`src/hw/acc_read_pkg.sv`:
```
`default_nettype none

package acc_read_pkg;

  // ====================
  // Controller state
  // ====================
  typedef enum logic [1:0] {
    IDLE,
    REQ,
    READ
  } acc_state_e;

  // ====================
  // Default sizes
  // ====================
  parameter int DEF_DATA_W       = 32;
  parameter int DEF_GLWE_K       = 1;
  parameter int DEF_STG_ITER_NB  = 4;
  parameter int DEF_GRAM_NB      = 4;
  parameter int DEF_FIFO_DEPTH   = 32;
  parameter int DEF_DATA_LATENCY = 3;

  // Index width, never below one bit
  function automatic int cnt_w(input int n);
    return (n <= 1) ? 1 : $clog2(n);
  endfunction

  // Words per ciphertext, mask polys plus body
  function automatic int ct_words(input int glwe_k, input int stg_iter_nb);
    return (glwe_k + 1) * stg_iter_nb;
  endfunction

  // Ciphertext slot index inside one GRAM bank
  function automatic int grof_w(input int add_w, input int ct_nb_words);
    return cnt_w((2 ** add_w) / ct_nb_words);
  endfunction

endpackage

`default_nettype wire
```
`src/hw/acc_read_top.sv`:
```
`default_nettype none

module acc_read_top #(
  parameter int DATA_W       = acc_read_pkg::DEF_DATA_W,
  parameter int GLWE_K       = acc_read_pkg::DEF_GLWE_K,
  parameter int STG_ITER_NB  = acc_read_pkg::DEF_STG_ITER_NB,
  parameter int GRAM_NB      = acc_read_pkg::DEF_GRAM_NB,
  parameter int FIFO_DEPTH   = acc_read_pkg::DEF_FIFO_DEPTH,
  parameter int DATA_LATENCY = acc_read_pkg::DEF_DATA_LATENCY,
  parameter int ADD_W        = 8,
  parameter int MAP_IDX_W    = 4,
  localparam int GRID_W      = acc_read_pkg::cnt_w(GRAM_NB),
  localparam int CT_WORDS    = acc_read_pkg::ct_words(GLWE_K, STG_ITER_NB),
  localparam int GROF_W      = acc_read_pkg::grof_w(ADD_W, CT_WORDS)
) (
  input  logic                 clk,
  input  logic                 s_rst_n,
  // NTT core
  input  logic                 ntt_acc_avail,
  input  logic [DATA_W-1:0]    ntt_acc_data,
  input  logic                 ntt_acc_sog,
  input  logic                 ntt_acc_eog,
  // Command
  input  logic                 cmd_vld,
  output logic                 cmd_rdy,
  input  logic [GRID_W-1:0]    cmd_grid,
  input  logic [GROF_W-1:0]    cmd_grof,
  input  logic                 cmd_first,
  input  logic                 cmd_last,
  input  logic                 cmd_batch_last,
  input  logic [MAP_IDX_W-1:0] cmd_map_idx,
  // GRAM arbiter
  output logic                 garb_req_vld,
  input  logic                 garb_req_rdy,
  output logic [GRID_W-1:0]    garb_req_grid,
  output logic                 garb_req_critical,
  input  logic [GRAM_NB-1:0]   garb_rd_avail_1h,
  // GRAM read and accumulate slot
  output logic                 rd_en,
  output logic [ADD_W-1:0]     rd_add,
  output logic [GRID_W-1:0]    rd_grid,
  output logic                 s0_mask_null,
  output logic                 s1_avail,
  output logic [ADD_W-1:0]     s1_add,
  output logic [GRID_W-1:0]    s1_grid,
  output logic [DATA_W-1:0]    s1_data,
  // Completion and status
  output logic                 feed_done,
  output logic [MAP_IDX_W-1:0] feed_done_map_idx,
  output logic                 br_loop_done,
  output logic                 sxt_avail,
  output logic [MAP_IDX_W-1:0] sxt_map_idx,
  output logic                 error
);

  // ====================
  // Parameter checks
  // ====================
  if (FIFO_DEPTH / CT_WORDS < 3) begin : g_bad_fifo_depth
    $fatal(1, "FIFO_DEPTH %0d holds fewer than 3 ciphertexts of %0d words",
           FIFO_DEPTH, CT_WORDS);
  end
  if ((STG_ITER_NB & (STG_ITER_NB - 1)) != 0) begin : g_bad_stg_iter
    $fatal(1, "STG_ITER_NB %0d is not a power of two", STG_ITER_NB);
  end

  logic                 new_ct_in;
  logic                 fifo_empty;
  logic [DATA_W-1:0]    head_data;
  logic                 head_eog;
  logic                 last_word;
  logic                 mask_null;
  logic [GRID_W-1:0]    cur_grid;
  logic [GROF_W-1:0]    cur_grof;
  logic                 cur_first;
  logic                 cur_last;
  logic                 cur_batch_last;
  logic [MAP_IDX_W-1:0] cur_map_idx;

  assign new_ct_in = ntt_acc_avail & ntt_acc_sog;
  assign rd_grid   = cur_grid;

  acc_infifo #(.DATA_W(DATA_W), .FIFO_DEPTH(FIFO_DEPTH)) u_infifo (
    .clk      (clk),
    .s_rst_n  (s_rst_n),
    .wr_en    (ntt_acc_avail),
    .wr_data  (ntt_acc_data),
    .wr_eog   (ntt_acc_eog),
    .rd_en    (rd_en),
    .head_data(head_data),
    .head_eog (head_eog),
    .empty    (fifo_empty),
    .error    (error)
  );

  acc_read_ctrl #(
    .GRAM_NB(GRAM_NB), .FIFO_DEPTH(FIFO_DEPTH), .GLWE_K(GLWE_K),
    .STG_ITER_NB(STG_ITER_NB), .ADD_W(ADD_W), .MAP_IDX_W(MAP_IDX_W)
  ) u_ctrl (
    .clk, .s_rst_n, .new_ct_in,
    .cmd_vld, .cmd_grid, .cmd_grof, .cmd_first, .cmd_last, .cmd_batch_last, .cmd_map_idx,
    .garb_req_rdy, .garb_rd_avail_1h, .fifo_empty, .last_word,
    .cmd_rdy, .garb_req_vld, .garb_req_grid, .garb_req_critical, .rd_en,
    .cur_grid, .cur_grof, .cur_first, .cur_last, .cur_batch_last, .cur_map_idx
  );

  acc_add_counter #(.GLWE_K(GLWE_K), .STG_ITER_NB(STG_ITER_NB), .ADD_W(ADD_W)) u_add_counter (
    .clk, .s_rst_n, .rd_en, .cur_grof, .cur_first, .rd_add, .last_word, .mask_null
  );

  acc_delay_line #(
    .DATA_W(DATA_W), .DATA_LATENCY(DATA_LATENCY), .ADD_W(ADD_W),
    .GRAM_NB(GRAM_NB), .MAP_IDX_W(MAP_IDX_W)
  ) u_delay_line (
    .clk, .s_rst_n, .rd_en, .rd_add, .cur_grid, .mask_null, .head_data, .head_eog,
    .cur_last, .cur_batch_last, .cur_map_idx,
    .s0_mask_null, .s1_avail, .s1_add, .s1_grid, .s1_data,
    .feed_done, .feed_done_map_idx, .br_loop_done, .sxt_avail, .sxt_map_idx
  );

endmodule

`default_nettype wire

```
`src/hw/acc_delay_line.sv`:
```
`default_nettype none

module acc_delay_line #(
  parameter int DATA_W       = acc_read_pkg::DEF_DATA_W,
  parameter int DATA_LATENCY = acc_read_pkg::DEF_DATA_LATENCY,
  parameter int ADD_W        = 8,
  parameter int GRAM_NB      = acc_read_pkg::DEF_GRAM_NB,
  parameter int MAP_IDX_W    = 4,
  localparam int GRID_W      = acc_read_pkg::cnt_w(GRAM_NB)
) (
  input  logic                 clk,
  input  logic                 s_rst_n,
  input  logic                 rd_en,
  input  logic [ADD_W-1:0]     rd_add,
  input  logic [GRID_W-1:0]    cur_grid,
  input  logic                 mask_null,
  input  logic [DATA_W-1:0]    head_data,
  input  logic                 head_eog,
  input  logic                 cur_last,
  input  logic                 cur_batch_last,
  input  logic [MAP_IDX_W-1:0] cur_map_idx,
  output logic                 s0_mask_null,
  output logic                 s1_avail,
  output logic [ADD_W-1:0]     s1_add,
  output logic [GRID_W-1:0]    s1_grid,
  output logic [DATA_W-1:0]    s1_data,
  output logic                 feed_done,
  output logic [MAP_IDX_W-1:0] feed_done_map_idx,
  output logic                 br_loop_done,
  output logic                 sxt_avail,
  output logic [MAP_IDX_W-1:0] sxt_map_idx
);

  // RAM latency plus address and read-data pipes
  localparam int SR_DEPTH = DATA_LATENCY + 2;
  localparam int PAY_W    = ADD_W + GRID_W + DATA_W + MAP_IDX_W + 4;

  // Mask flag sits in bit 0 so it can be tapped one stage early
  logic [PAY_W-1:0]     pay_in;
  logic [PAY_W-1:0]     pay_sr [SR_DEPTH];
  logic [SR_DEPTH-1:0]  avail_sr;
  logic                 s1_eog;
  logic                 s1_last;
  logic                 s1_batch_last;
  logic [MAP_IDX_W-1:0] s1_map_idx;
  logic                 s1_done;

  assign pay_in = {rd_add, cur_grid, head_data, head_eog, cur_last, cur_batch_last,
                   cur_map_idx, mask_null};

  always_ff @(posedge clk) begin
    if (!s_rst_n)
      avail_sr <= '0;
    else
      avail_sr <= {avail_sr[SR_DEPTH-2:0], rd_en};
  end

  always_ff @(posedge clk) begin
    pay_sr[0] <= pay_in;
    for (int i = 1; i < SR_DEPTH; i++)
      pay_sr[i] <= pay_sr[i-1];
  end

  // ====================
  // S1 slot
  // ====================
  assign s1_avail     = avail_sr[SR_DEPTH-1];
  assign s0_mask_null = pay_sr[SR_DEPTH-2][0];
  assign {s1_add, s1_grid, s1_data, s1_eog, s1_last, s1_batch_last, s1_map_idx} =
    pay_sr[SR_DEPTH-1][PAY_W-1:1];

  // Ciphertext leaves the accumulator on its eog word
  assign s1_done = s1_avail & s1_eog;

  always_ff @(posedge clk) begin
    if (!s_rst_n) begin
      feed_done    <= 1'b0;
      sxt_avail    <= 1'b0;
      br_loop_done <= 1'b0;
    end else begin
      feed_done    <= s1_done & ~s1_last;
      sxt_avail    <= s1_done & s1_last;
      br_loop_done <= s1_done & s1_batch_last;
    end
  end

  always_ff @(posedge clk) begin
    feed_done_map_idx <= s1_map_idx;
    sxt_map_idx       <= s1_map_idx;
  end

endmodule

`default_nettype wire

```
`src/hw/acc_add_counter.sv`:
```
`default_nettype none

module acc_add_counter #(
  parameter int GLWE_K      = acc_read_pkg::DEF_GLWE_K,
  parameter int STG_ITER_NB = acc_read_pkg::DEF_STG_ITER_NB,
  parameter int ADD_W       = 8,
  localparam int CT_WORDS   = acc_read_pkg::ct_words(GLWE_K, STG_ITER_NB),
  localparam int GROF_W     = acc_read_pkg::grof_w(ADD_W, CT_WORDS)
) (
  input  logic              clk,
  input  logic              s_rst_n,
  input  logic              rd_en,
  input  logic [GROF_W-1:0] cur_grof,
  input  logic              cur_first,
  output logic [ADD_W-1:0]  rd_add,
  output logic              last_word,
  output logic              mask_null
);

  localparam int GLWE_K_P1 = GLWE_K + 1;
  localparam int PID_W     = acc_read_pkg::cnt_w(GLWE_K_P1);
  localparam int STG_W     = acc_read_pkg::cnt_w(STG_ITER_NB);

  logic [PID_W-1:0] poly_id;
  logic [STG_W-1:0] stg_iter;
  logic             last_pid;
  logic             last_stg;

  assign last_pid  = poly_id == PID_W'(GLWE_K_P1 - 1);
  assign last_stg  = stg_iter == STG_W'(STG_ITER_NB - 1);
  assign last_word = last_pid & last_stg;

  // Poly id is the inner index
  always_ff @(posedge clk) begin
    if (!s_rst_n) begin
      poly_id  <= '0;
      stg_iter <= '0;
    end else if (rd_en) begin
      poly_id <= last_pid ? '0 : poly_id + 1'b1;
      if (last_pid)
        stg_iter <= last_stg ? '0 : stg_iter + 1'b1;
    end
  end

  assign rd_add = ADD_W'(poly_id * STG_ITER_NB + stg_iter + cur_grof * CT_WORDS);

  // First iteration only loaded the body so mask polys read as zero
  assign mask_null = cur_first & (poly_id < GLWE_K);

  // Grof and first stay fixed while a ciphertext is partly read
  a_cmd_stable: assert property (@(posedge clk) disable iff (!s_rst_n)
    (poly_id != '0 || stg_iter != '0) |-> $stable(cur_grof) && $stable(cur_first))
    else $error("acc_add_counter: command changed inside a ciphertext");

endmodule

`default_nettype wire

```
`src/hw/acc_read_ctrl.sv`:
```
`default_nettype none

module acc_read_ctrl #(
  parameter int GRAM_NB     = acc_read_pkg::DEF_GRAM_NB,
  parameter int FIFO_DEPTH  = acc_read_pkg::DEF_FIFO_DEPTH,
  parameter int GLWE_K      = acc_read_pkg::DEF_GLWE_K,
  parameter int STG_ITER_NB = acc_read_pkg::DEF_STG_ITER_NB,
  parameter int ADD_W       = 8,
  parameter int MAP_IDX_W   = 4,
  localparam int GRID_W     = acc_read_pkg::cnt_w(GRAM_NB),
  localparam int CT_WORDS   = acc_read_pkg::ct_words(GLWE_K, STG_ITER_NB),
  localparam int GROF_W     = acc_read_pkg::grof_w(ADD_W, CT_WORDS)
) (
  input  logic                 clk,
  input  logic                 s_rst_n,
  input  logic                 new_ct_in,
  input  logic                 cmd_vld,
  input  logic [GRID_W-1:0]    cmd_grid,
  input  logic [GROF_W-1:0]    cmd_grof,
  input  logic                 cmd_first,
  input  logic                 cmd_last,
  input  logic                 cmd_batch_last,
  input  logic [MAP_IDX_W-1:0] cmd_map_idx,
  input  logic                 garb_req_rdy,
  input  logic [GRAM_NB-1:0]   garb_rd_avail_1h,
  input  logic                 fifo_empty,
  input  logic                 last_word,
  output logic                 cmd_rdy,
  output logic                 garb_req_vld,
  output logic [GRID_W-1:0]    garb_req_grid,
  output logic                 garb_req_critical,
  output logic                 rd_en,
  output logic [GRID_W-1:0]    cur_grid,
  output logic [GROF_W-1:0]    cur_grof,
  output logic                 cur_first,
  output logic                 cur_last,
  output logic                 cur_batch_last,
  output logic [MAP_IDX_W-1:0] cur_map_idx
);

  // Half of the ciphertexts the FIFO can hold
  localparam int CT_THRES = (FIFO_DEPTH / CT_WORDS) / 2;
  localparam int PEND_W   = $clog2(FIFO_DEPTH + 1);

  acc_read_pkg::acc_state_e state;
  logic [1:0]               new_ct_dly;
  logic [PEND_W-1:0]        pend_cnt;
  logic                     cmd_take;

  // ====================
  // Pending ciphertexts
  // ====================
  // New ciphertexts are counted two cycles late so their first word is
  // already visible at the FIFO head
  assign cmd_take = cmd_vld & cmd_rdy;

  always_ff @(posedge clk) begin
    if (!s_rst_n) begin
      new_ct_dly <= '0;
      pend_cnt   <= '0;
    end else begin
      new_ct_dly <= {new_ct_dly[0], new_ct_in};
      if (new_ct_dly[1] && !cmd_take)
        pend_cnt <= pend_cnt + 1'b1;
      else if (!new_ct_dly[1] && cmd_take)
        pend_cnt <= pend_cnt - 1'b1;
    end
  end

  assign garb_req_critical = pend_cnt > PEND_W'(CT_THRES);

  // ====================
  // Command FSM
  // ====================
  assign cmd_rdy       = (state == acc_read_pkg::IDLE) && (pend_cnt != '0);
  assign garb_req_vld  = state == acc_read_pkg::REQ;
  assign garb_req_grid = cur_grid;
  assign rd_en         = (state == acc_read_pkg::READ) & garb_rd_avail_1h[cur_grid] & ~fifo_empty;

  always_ff @(posedge clk) begin
    if (!s_rst_n) begin
      state <= acc_read_pkg::IDLE;
    end else begin
      case (state)
        acc_read_pkg::IDLE: if (cmd_take) state <= acc_read_pkg::REQ;
        acc_read_pkg::REQ:  if (garb_req_rdy) state <= acc_read_pkg::READ;
        acc_read_pkg::READ: if (rd_en && last_word) state <= acc_read_pkg::IDLE;
        default:            state <= acc_read_pkg::IDLE;
      endcase
    end
  end

  // Latched command held until the last word is read
  always_ff @(posedge clk) begin
    if (cmd_take) begin
      cur_grid       <= cmd_grid;
      cur_grof       <= cmd_grof;
      cur_first      <= cmd_first;
      cur_last       <= cmd_last;
      cur_batch_last <= cmd_batch_last;
      cur_map_idx    <= cmd_map_idx;
    end
  end

  // Arbiter only answers a pending request
  a_rdy_with_req: assert property (@(posedge clk) disable iff (!s_rst_n)
    garb_req_rdy |-> garb_req_vld)
    else $error("acc_read_ctrl: arbiter ready without request");

  // Arbiter grants at most one bank at a time
  a_grant_1h: assert property (@(posedge clk) disable iff (!s_rst_n)
    $onehot0(garb_rd_avail_1h))
    else $error("acc_read_ctrl: grant not one-hot");

endmodule

`default_nettype wire

```
`src/hw/acc_infifo.sv`:
```
`default_nettype none

module acc_infifo #(
  parameter int DATA_W     = acc_read_pkg::DEF_DATA_W,
  parameter int FIFO_DEPTH = acc_read_pkg::DEF_FIFO_DEPTH
) (
  input  logic              clk,
  input  logic              s_rst_n,
  input  logic              wr_en,
  input  logic [DATA_W-1:0] wr_data,
  input  logic              wr_eog,
  input  logic              rd_en,
  output logic [DATA_W-1:0] head_data,
  output logic              head_eog,
  output logic              empty,
  output logic              error
);

  localparam int PTR_W = acc_read_pkg::cnt_w(FIFO_DEPTH);
  localparam int CNT_W = $clog2(FIFO_DEPTH + 1);

  // Each entry holds {eog, data}
  logic [DATA_W:0]    mem [FIFO_DEPTH];
  logic [PTR_W-1:0]   wr_ptr;
  logic [PTR_W-1:0]   rd_ptr;
  logic [CNT_W-1:0]   fill;
  logic               full;
  logic               push;
  logic               pop;

  function automatic logic [PTR_W-1:0] ptr_inc(input logic [PTR_W-1:0] p);
    return (p == PTR_W'(FIFO_DEPTH - 1)) ? '0 : p + 1'b1;
  endfunction

  assign full  = fill == CNT_W'(FIFO_DEPTH);
  assign empty = fill == '0;
  assign push  = wr_en & ~full;
  assign pop   = rd_en & ~empty;

  // Show-ahead head
  assign {head_eog, head_data} = mem[rd_ptr];

  always_ff @(posedge clk) begin
    if (push)
      mem[wr_ptr] <= {wr_eog, wr_data};
  end

  always_ff @(posedge clk) begin
    if (!s_rst_n) begin
      wr_ptr <= '0;
      rd_ptr <= '0;
      fill   <= '0;
      error  <= 1'b0;
    end else begin
      if (push)
        wr_ptr <= ptr_inc(wr_ptr);
      if (pop)
        rd_ptr <= ptr_inc(rd_ptr);
      case ({push, pop})
        2'b10:   fill <= fill + 1'b1;
        2'b01:   fill <= fill - 1'b1;
        default: fill <= fill;
      endcase
      // No back-pressure upstream, a word into a full FIFO is lost
      error <= wr_en & full;
    end
  end

  // The controller must only pop buffered words
  a_no_pop_empty: assert property (@(posedge clk) disable iff (!s_rst_n) rd_en |-> !empty)
    else $error("acc_infifo: pop while empty");

endmodule

`default_nettype wire

```
`config.mk`:
```
export PLATFORM = sky130hd
export DESIGN_NAME = acc_read_top
export DESIGN_NICKNAME = d
export VERILOG_FILES = /design/src/hw/acc_read_pkg.sv /design/src/hw/acc_read_top.sv /design/src/hw/acc_delay_line.sv /design/src/hw/acc_add_counter.sv /design/src/hw/acc_read_ctrl.sv /design/src/hw/acc_infifo.sv
export SDC_FILE = /design/constraint.sdc
export NUM_CORES = 1
export LEC_CHECK = 0
export ABC_CLOCK_PERIOD_IN_PS = 5520
export BUFFER_PORTS_ARGS = -buffer_cell sky130_fd_sc_hd__clkbuf_2
export CAP_MARGIN = 10
export CORE_UTILIZATION = 50
export DETAILED_ROUTE_END_ITERATION = 10
export GPL_TIMING_DRIVEN = 1
export PLACE_DENSITY = 0.66
export SETUP_SLACK_MARGIN = 0.2
export SLEW_MARGIN = 20
export SYNTH_ARGS = -nofsm -noshare
export SYNTH_HDL_FRONTEND = slang
export SYNTH_SLANG_ARGS = --single-unit
```
`constraint.sdc`:
```
create_clock -name clk -period 5.52 [get_ports clk]
set_input_delay 0.552 -clock clk [delete_from_list [all_inputs] [get_ports clk]]
set_output_delay 0.552 -clock clk [all_outputs]
set_load 0.05 [all_outputs]
```
==> flow_summary.yaml, run 1 <==
floorplan:
  rows: 114
  ioPinCount: 129
  die_w_um: 314
  initial_core_util_pct: 50.4
  core_sq_mm: 0.0966
  die_area_sq_mm: 0.0985
  die_h_um: 314
clock_tree:
  clk_pin_slew_ns: 0.06
  cts_sinks: 1366
  cts_buffers: 136
  cts_tree: "built"
  cts.root.buffer_cell: "clkbuf_16"
  cts_buffer_depth: 3
  clk_latency_ns: 0.74
  htree_levels: 4
min_path:
  min_from: "ntt_acc_sog"
  hold_class: "in -> reg"
  holdPathEnd: "u_ctrl.new_ct_dly[0]"
  holdPathStages: 2
final_layout:
  fin_nets: 2771
  multi_input_area_sq_mm: 0.00978
  num-fill-cells: 7026
  drive_above_1_share_pct: 25.1
  finalNonFillerCells: 4089
  area_growth_pct: 14.5
  final_area_sq_mm: 0.0557
  regArea_sq_mm: 0.0381
detailed_routing:
  wl_per_cell_um: 27.0
  wirelength_mm: 110
  vias_per_cell: 5.88
  drt_pass1_iterations: 5
  vias: 24100
  drt_iter0_drc: 2354
  drc: 0
  ant_nets: 0
timing:
  maxSlewHeadroom_pct: 28.9
  tightest_slew_ns: 1.07
  rsz0062_at_grt: "false"
  clock_skew_ns: 0.0291
  min_period_over_period_pct: 64.6
  whs_ns: 0.0613
  period_minus_slack_ns: 3.57
  drv_slew: 0
  setup_viol: 0
  fmax_ghz: 0.280
  fin_setup_tns_ns: 0
  finalHoldViolCount: 0
logic_synthesis:
  syn-cell-area_sq_mm: 0.0486
  synth_edf_count: 1070
  synth_ff_type: "edfxtp_1"
  synth_area_leaders: "edfxtp_1, dfxtp_1, mux4_2"
  ys_seq_elements: 1366
  postSynth.asyncResetShare_pct: 0
  synth.most_common_cell: "edfxtp_1"
  synth_top_cell_area_share_pct: 66.1
  ys_seq_area_share_pct: 78.3
  synth_top_area_cell: "edfxtp_1"
  avgSynthCellArea_sq_um: 19.2
  ys_warn_count: 0
  synth_cells: 2538
  ys_top_cells_by_count: "edfxtp_1, dfxtp_1, mux2_2, mux4_2, clkbuf_1"
  synth.distinct_cells: 58
  synth_nets: 2612
power_and_ir_drop:
  total_power_mw: 22.0
  p_per_area_mw_per_mm2: 395
  irDropWorstVdd_uv: 258
  p_leak_nw: 18.2
worst_setup_path:
  crit_chain: "or4_1 > o311ai_4 > inv_2 > ha_1 > xor2_1 > ha_1 > a21oi_1 > xor2_1 > or3_1 > a21oi_1"
  path_class: "reg -> reg"
  cp.arrival_ns: 4.21
  r2r_start: "u_infifo.fill[2]"
  cp_max_fo: 13
  max_stage_delay_ns: 0.69
  cp-end-kind: "flip-flop"
  start_kind: "flip-flop"
  cp.required_ns: 6.16
  slowest_stage: "or4_1"
  rr_endpoint: "u_infifo.fill[2]"
  rrSetupSlack_ns: 1.95
  r2r_cells: 10
global_route:
  grt_pass1_wl_mm: 162
  gr-usage-all-layers_pct: 22.6
  antenna_found_initial: 9
  grt_max_degree: 110
  grt_overflow_total: 0
  grt_pass1_vias: 24500
placed_design:
  gp_congestion: 0.818
  port-buffer-count: 128
  dp_cells: 3819
  post_dp_cell_area_sq_mm: 0.0509
  dp_hpwl_mm: 63.9
run:
  drv_cap: 0
status:
  status: "completed"
-- flip-flops by register name (all words and copies together), names as in the netlist, 4 cells and up, named ones only --
register,cells
u_infifo.mem,1056
u_delay_line.pay_sr,249
u_ctrl.pend_cnt,6
u_infifo.fill,6
u_ctrl.cur_grof,5
u_delay_line.avail_sr,5
u_infifo.rd_ptr,5
u_infifo.wr_ptr,5
u_ctrl.cur_map_idx,4
u_delay_line.sxt_map_idx,4
-- worst max path at each step --
stage                             from            endpoint  depth (start not counted)  slack (ns)
detailed placement    u_infifo.fill[2]    u_infifo.fill[2]                         10        1.99
global route          u_infifo.fill[2]    u_infifo.fill[4]                         10        1.79
floorplan           u_ctrl.pend_cnt[0]  u_ctrl.pend_cnt[5]                         10        2.01
finish                u_infifo.fill[2]    u_infifo.fill[2]                         10        1.95
global placement      u_infifo.fill[2]    u_infifo.fill[2]                         10        2.17
CTS                   u_infifo.fill[2]    u_infifo.fill[2]                         10        1.97
-- layout make-up --
cell class              count  share of cell area, %
flip-flops and latches   1366                   68.4
multi-input cells         982                   17.6
clock buffers             197                   7.27
well taps                1276                   2.87
repair buffers            197                   2.85
clock inverters            56                  0.964
inverters                  14                 0.0944
diodes                      1                0.00450
-- logic make-up after synthesis --
| kind of cell | synth area share (%) |
|---|---|
| adders and majority gates | 0.453 |
| AOI/OAI and AO/OA | 4.43 |
| buffers and inverters | 2.19 |
| DFF | 78.3 |
| and+or+nand+nor | 3.52 |
| muxes | 11.0 |
| xor gates and xnor gates | 0.144 |
-- critical path: cells and delay by family, from the launching register on --
| kind | cells | cell delay [ns] |
|---|---|---|
| flip-flops | 1 | 0.40 |
| AO/OA/AOI/OAI | 3 | 0.91 |
| AND/OR/NAND/NOR | 2 | 1.04 |
| buffers and inverters | 1 | 0.19 |
| XOR/XNOR | 2 | 0.34 |
| adder cells (fa/ha/maj) | 2 | 0.61 |
-- stage by stage --
step | utilization [%] | setup WS (ns)
after global routing | 57.6 | 1.79
after global placement | 52.2 | 2.17
after CTS | 57.6 | 1.97
after floorplan | - | 2.01
final | 57.6 | 1.95
after detailed placement | 52.7 | 1.99
-- report_power, final --
part / leakage [nW] / total (mW) / internal [mW] / switching [mW]
combinational: 3.82 / 1.05 / 0.250 / 0.803
sequential: 12.1 / 11.6 / 11.5 / 0.135
clock: 2.26 / 9.30 / 5.49 / 3.81
-- layer usage --
metal | global-route usage, % | share of wire (%)
met1 | 31.2 | 42
met2 | 36.8 | 49
met3 | 4.02 | 6.3
met4 | 7.03 | 2.3
met5 | 0 | 0.037
-- placed cells by master, fill, tap and decap left out, types with 17 or more instances in the layout --
master and n:
buf_4 29, mux4_1 20, a22o_1 66, buf_12 17, clkinv_2 23, dfxtp_1 294
o22ai_1 67, mux2_2 148, nor3_1 68, nor2b_1 69, a211oi_1 69, o21ai_1 20
clkbuf_2 129, nand2_1 29, mux4_2 113, o21ai_0 58, clkbuf_16 146, edfxtp_1 1070
or4_1 39, clkbuf_8 20, clkbuf_1 30, nor2_4 34, mux2_1 50
-- what timing repair did --
action                    4_1_cts  5_1_grt
setup buffers                   0        0
hold endpoints to repair       14        0
resized for setup               0        0
hold buffers                   14        0
No activity file was read; power rests on OpenSTA's default activity.
==> run 2: changes to the inputs <==
--- a/config.mk
+++ b/config.mk
@@ -5,13 +5,13 @@
 export SDC_FILE = /design/constraint.sdc
 export NUM_CORES = 1
 export LEC_CHECK = 0
-export ABC_CLOCK_PERIOD_IN_PS = 5520
+export ABC_CLOCK_PERIOD_IN_PS = 3050
 export BUFFER_PORTS_ARGS = -buffer_cell sky130_fd_sc_hd__clkbuf_2
 export CAP_MARGIN = 10
 export CORE_UTILIZATION = 50
 export DETAILED_ROUTE_END_ITERATION = 10
 export GPL_TIMING_DRIVEN = 1
-export PLACE_DENSITY = 0.66
+export PLACE_DENSITY = 0.69
 export SETUP_SLACK_MARGIN = 0.2
 export SLEW_MARGIN = 20
 export SYNTH_ARGS = -nofsm -noshare
==> constraint.sdc (replaced) <==
create_clock -name clk -period 3.05 [get_ports clk]
set_input_delay 0.305 -clock clk [delete_from_list [all_inputs] [get_ports clk]]
set_output_delay 0.305 -clock clk [all_outputs]
set_load 0.05 [all_outputs]
==> flow_summary.yaml, run 2 (synthesized netlist as in run 1, its figures left out) <==
detailed_routing:
  vias_per_cell: 5.88
  wirelength_mm: 110
  wl_per_cell_um: 26.3
  drt_iter0_drc: 2433
  vias: 24500
  drt_pass1_iterations: 8
  ant_nets: 0
  drc: 2
timing:
  fmax_ghz: 0.350
  clock_skew_ns: 0.0376
  setup_ws_ns: 0.196
  tightest_slew_ns: 1.17
  finalHoldViolCount: 0
  drv_slew: 0
  rsz0062_at_grt: "true"
  period_minus_slack_ns: 2.85
  whs_ns: 0.121
  setup_viol: 0
  fin_setup_tns_ns: 0
  maxSlewHeadroom_pct: 22.0
  min_period_over_period_pct: 93.6
final_layout:
  layout_commonest_cell: "edfxtp_1"
  finalNonFillerCells: 4174
  top_register: "u_infifo.mem"
  drive_above_1_share_pct: 27.5
  fin_nets: 2857
  area_growth_pct: 16.2
  num-fill-cells: 6903
  final_cell_mix: "edfxtp_1, dfxtp_1, mux2_2"
  final_core_util_pct: 58.5
  top_regs: "u_infifo.mem x1056, u_delay_line.pay_sr x249"
  final_area_sq_mm: 0.0565
  largest_reg_flops: 1056
floorplan:
  die_area_sq_mm: 0.0985
  rows: 114
  die_w_um: 314
  ioPinCount: 129
  die_h_um: 314
  core_sq_mm: 0.0966
  initial_core_util_pct: 50.4
status:
  violations: "DRC"
  status: "complete, but fails checks"
placed_design:
  dp_cells: 3897
  dp_hpwl_mm: 60.0
  gp_congestion: 0.809
  place_ws_ns: 0.146
  post_dp_cell_area_sq_mm: 0.0516
  port-buffer-count: 128
worst_setup_path:
  path_class: "reg -> reg"
  cp.arrival_ns: 3.54
  cp-end-kind: "flip-flop"
  cp.required_ns: 3.73
  cp_max_fo: 4
  start_kind: "flip-flop"
  rrSetupSlack_ns: 0.20
global_route:
  antenna_found_initial: 1
  gr-usage-all-layers_pct: 22.4
  grt_max_degree: 77
  grt_overflow_total: 0
  grt_pass1_wl_mm: 162
  grt_pass1_vias: 25200
clock_tree:
  cts_buffers: 135
  htree_levels: 4
  cts_tree: "built"
  cts_sinks: 1366
  cts.root.buffer_cell: "clkbuf_16"
  cts_buffer_depth: 3
  clk_latency_ns: 0.76
  clk_pin_slew_ns: 0.06
run:
  drv_cap: 0
power_and_ir_drop:
  p_per_area_mw_per_mm2: 711
  irDropWorstVdd_uv: 650
  p_leak_nw: 18.7
  total_power_mw: 40.2
min_path:
  hold_class: "in -> reg"
-- run 2: changes by cell type in the layout (fill, tap and decap cells not counted), moves of 4 or more --
cell	change
buf_4	+72
inv_16	+6
clkbuf_8	-12
bufinv_16	+7
clkinv_1	+5
buf_12	+16
buf_16	-9
dlygate4sd3_1	+5
clkinv_16	+4
clkbuf_16	-8
-- run 2: repair_timing --
item,in CTS,in global routing
resized for setup,5,10
buffers inserted,0,5
hold buffers,19,0
pin swaps,1,10
setup endpoints to repair,51,104
hold endpoints to repair,18,0
cloned,0,1
-- run 2: power by group --
group	switching (mW)	internal, mW	leakage [nW]
clock	7.18	9.97	2.29
combinational	1.47	0.549	4.27
sequential	0.238	20.8	12.1
total	8.89	31.3	18.7
-- run 2: area by class of cell --
cell class / count / area [sq um] / share of cell area [%]
diodes: 1 / 2.50 / 0.00443
flip-flops and latches: 1366 / 38100 / 67.4
repair buffers: 283 / 2270 / 4.02
clock inverters: 77 / 1000 / 1.78
clock buffers: 174 / 3670 / 6.49
well taps: 1276 / 1600 / 2.82
multi-input cells: 983 / 9850 / 17.4
inverters: 14 / 52.6 / 0.0930
-- run 2: critical path, cell delays in order, from the launching register on --
cell and delay [ns]:
dfxtp_1 0.32, or4_4 0.54, buf_6 0.15, o311ai_4 0.29, inv_2 0.11, ha_4 0.19, xor2_1 0.16, ha_2 0.20
a21oi_4 0.16, xor2_1 0.12, or3_4 0.39, a21oi_2 0.15
-- run 2: per-layer routing --
metal | up-vias | track usage [%] | routed length [um]
met5 | - | 0 | 13
met4 | 2 | 7.41 | 2810
met3 | 173 | 4.03 | 7560
met2 | 1033 | 37.3 | 54800
met1 | 12800 | 29.9 | 44700
li1 | 10600 | - | -
-- run 2: final timing paths --
kind / start / to / cells past startpoint
max: u_infifo.fill[2] / u_infifo.fill[2] / 11
min reg2reg: u_delay_line.pay_sr[0][35] / u_delay_line.pay_sr[0][85] / 0
max reg2reg: u_infifo.fill[2] / u_infifo.fill[2] / 11
min: s_rst_n / u_infifo.fill[3] / 3
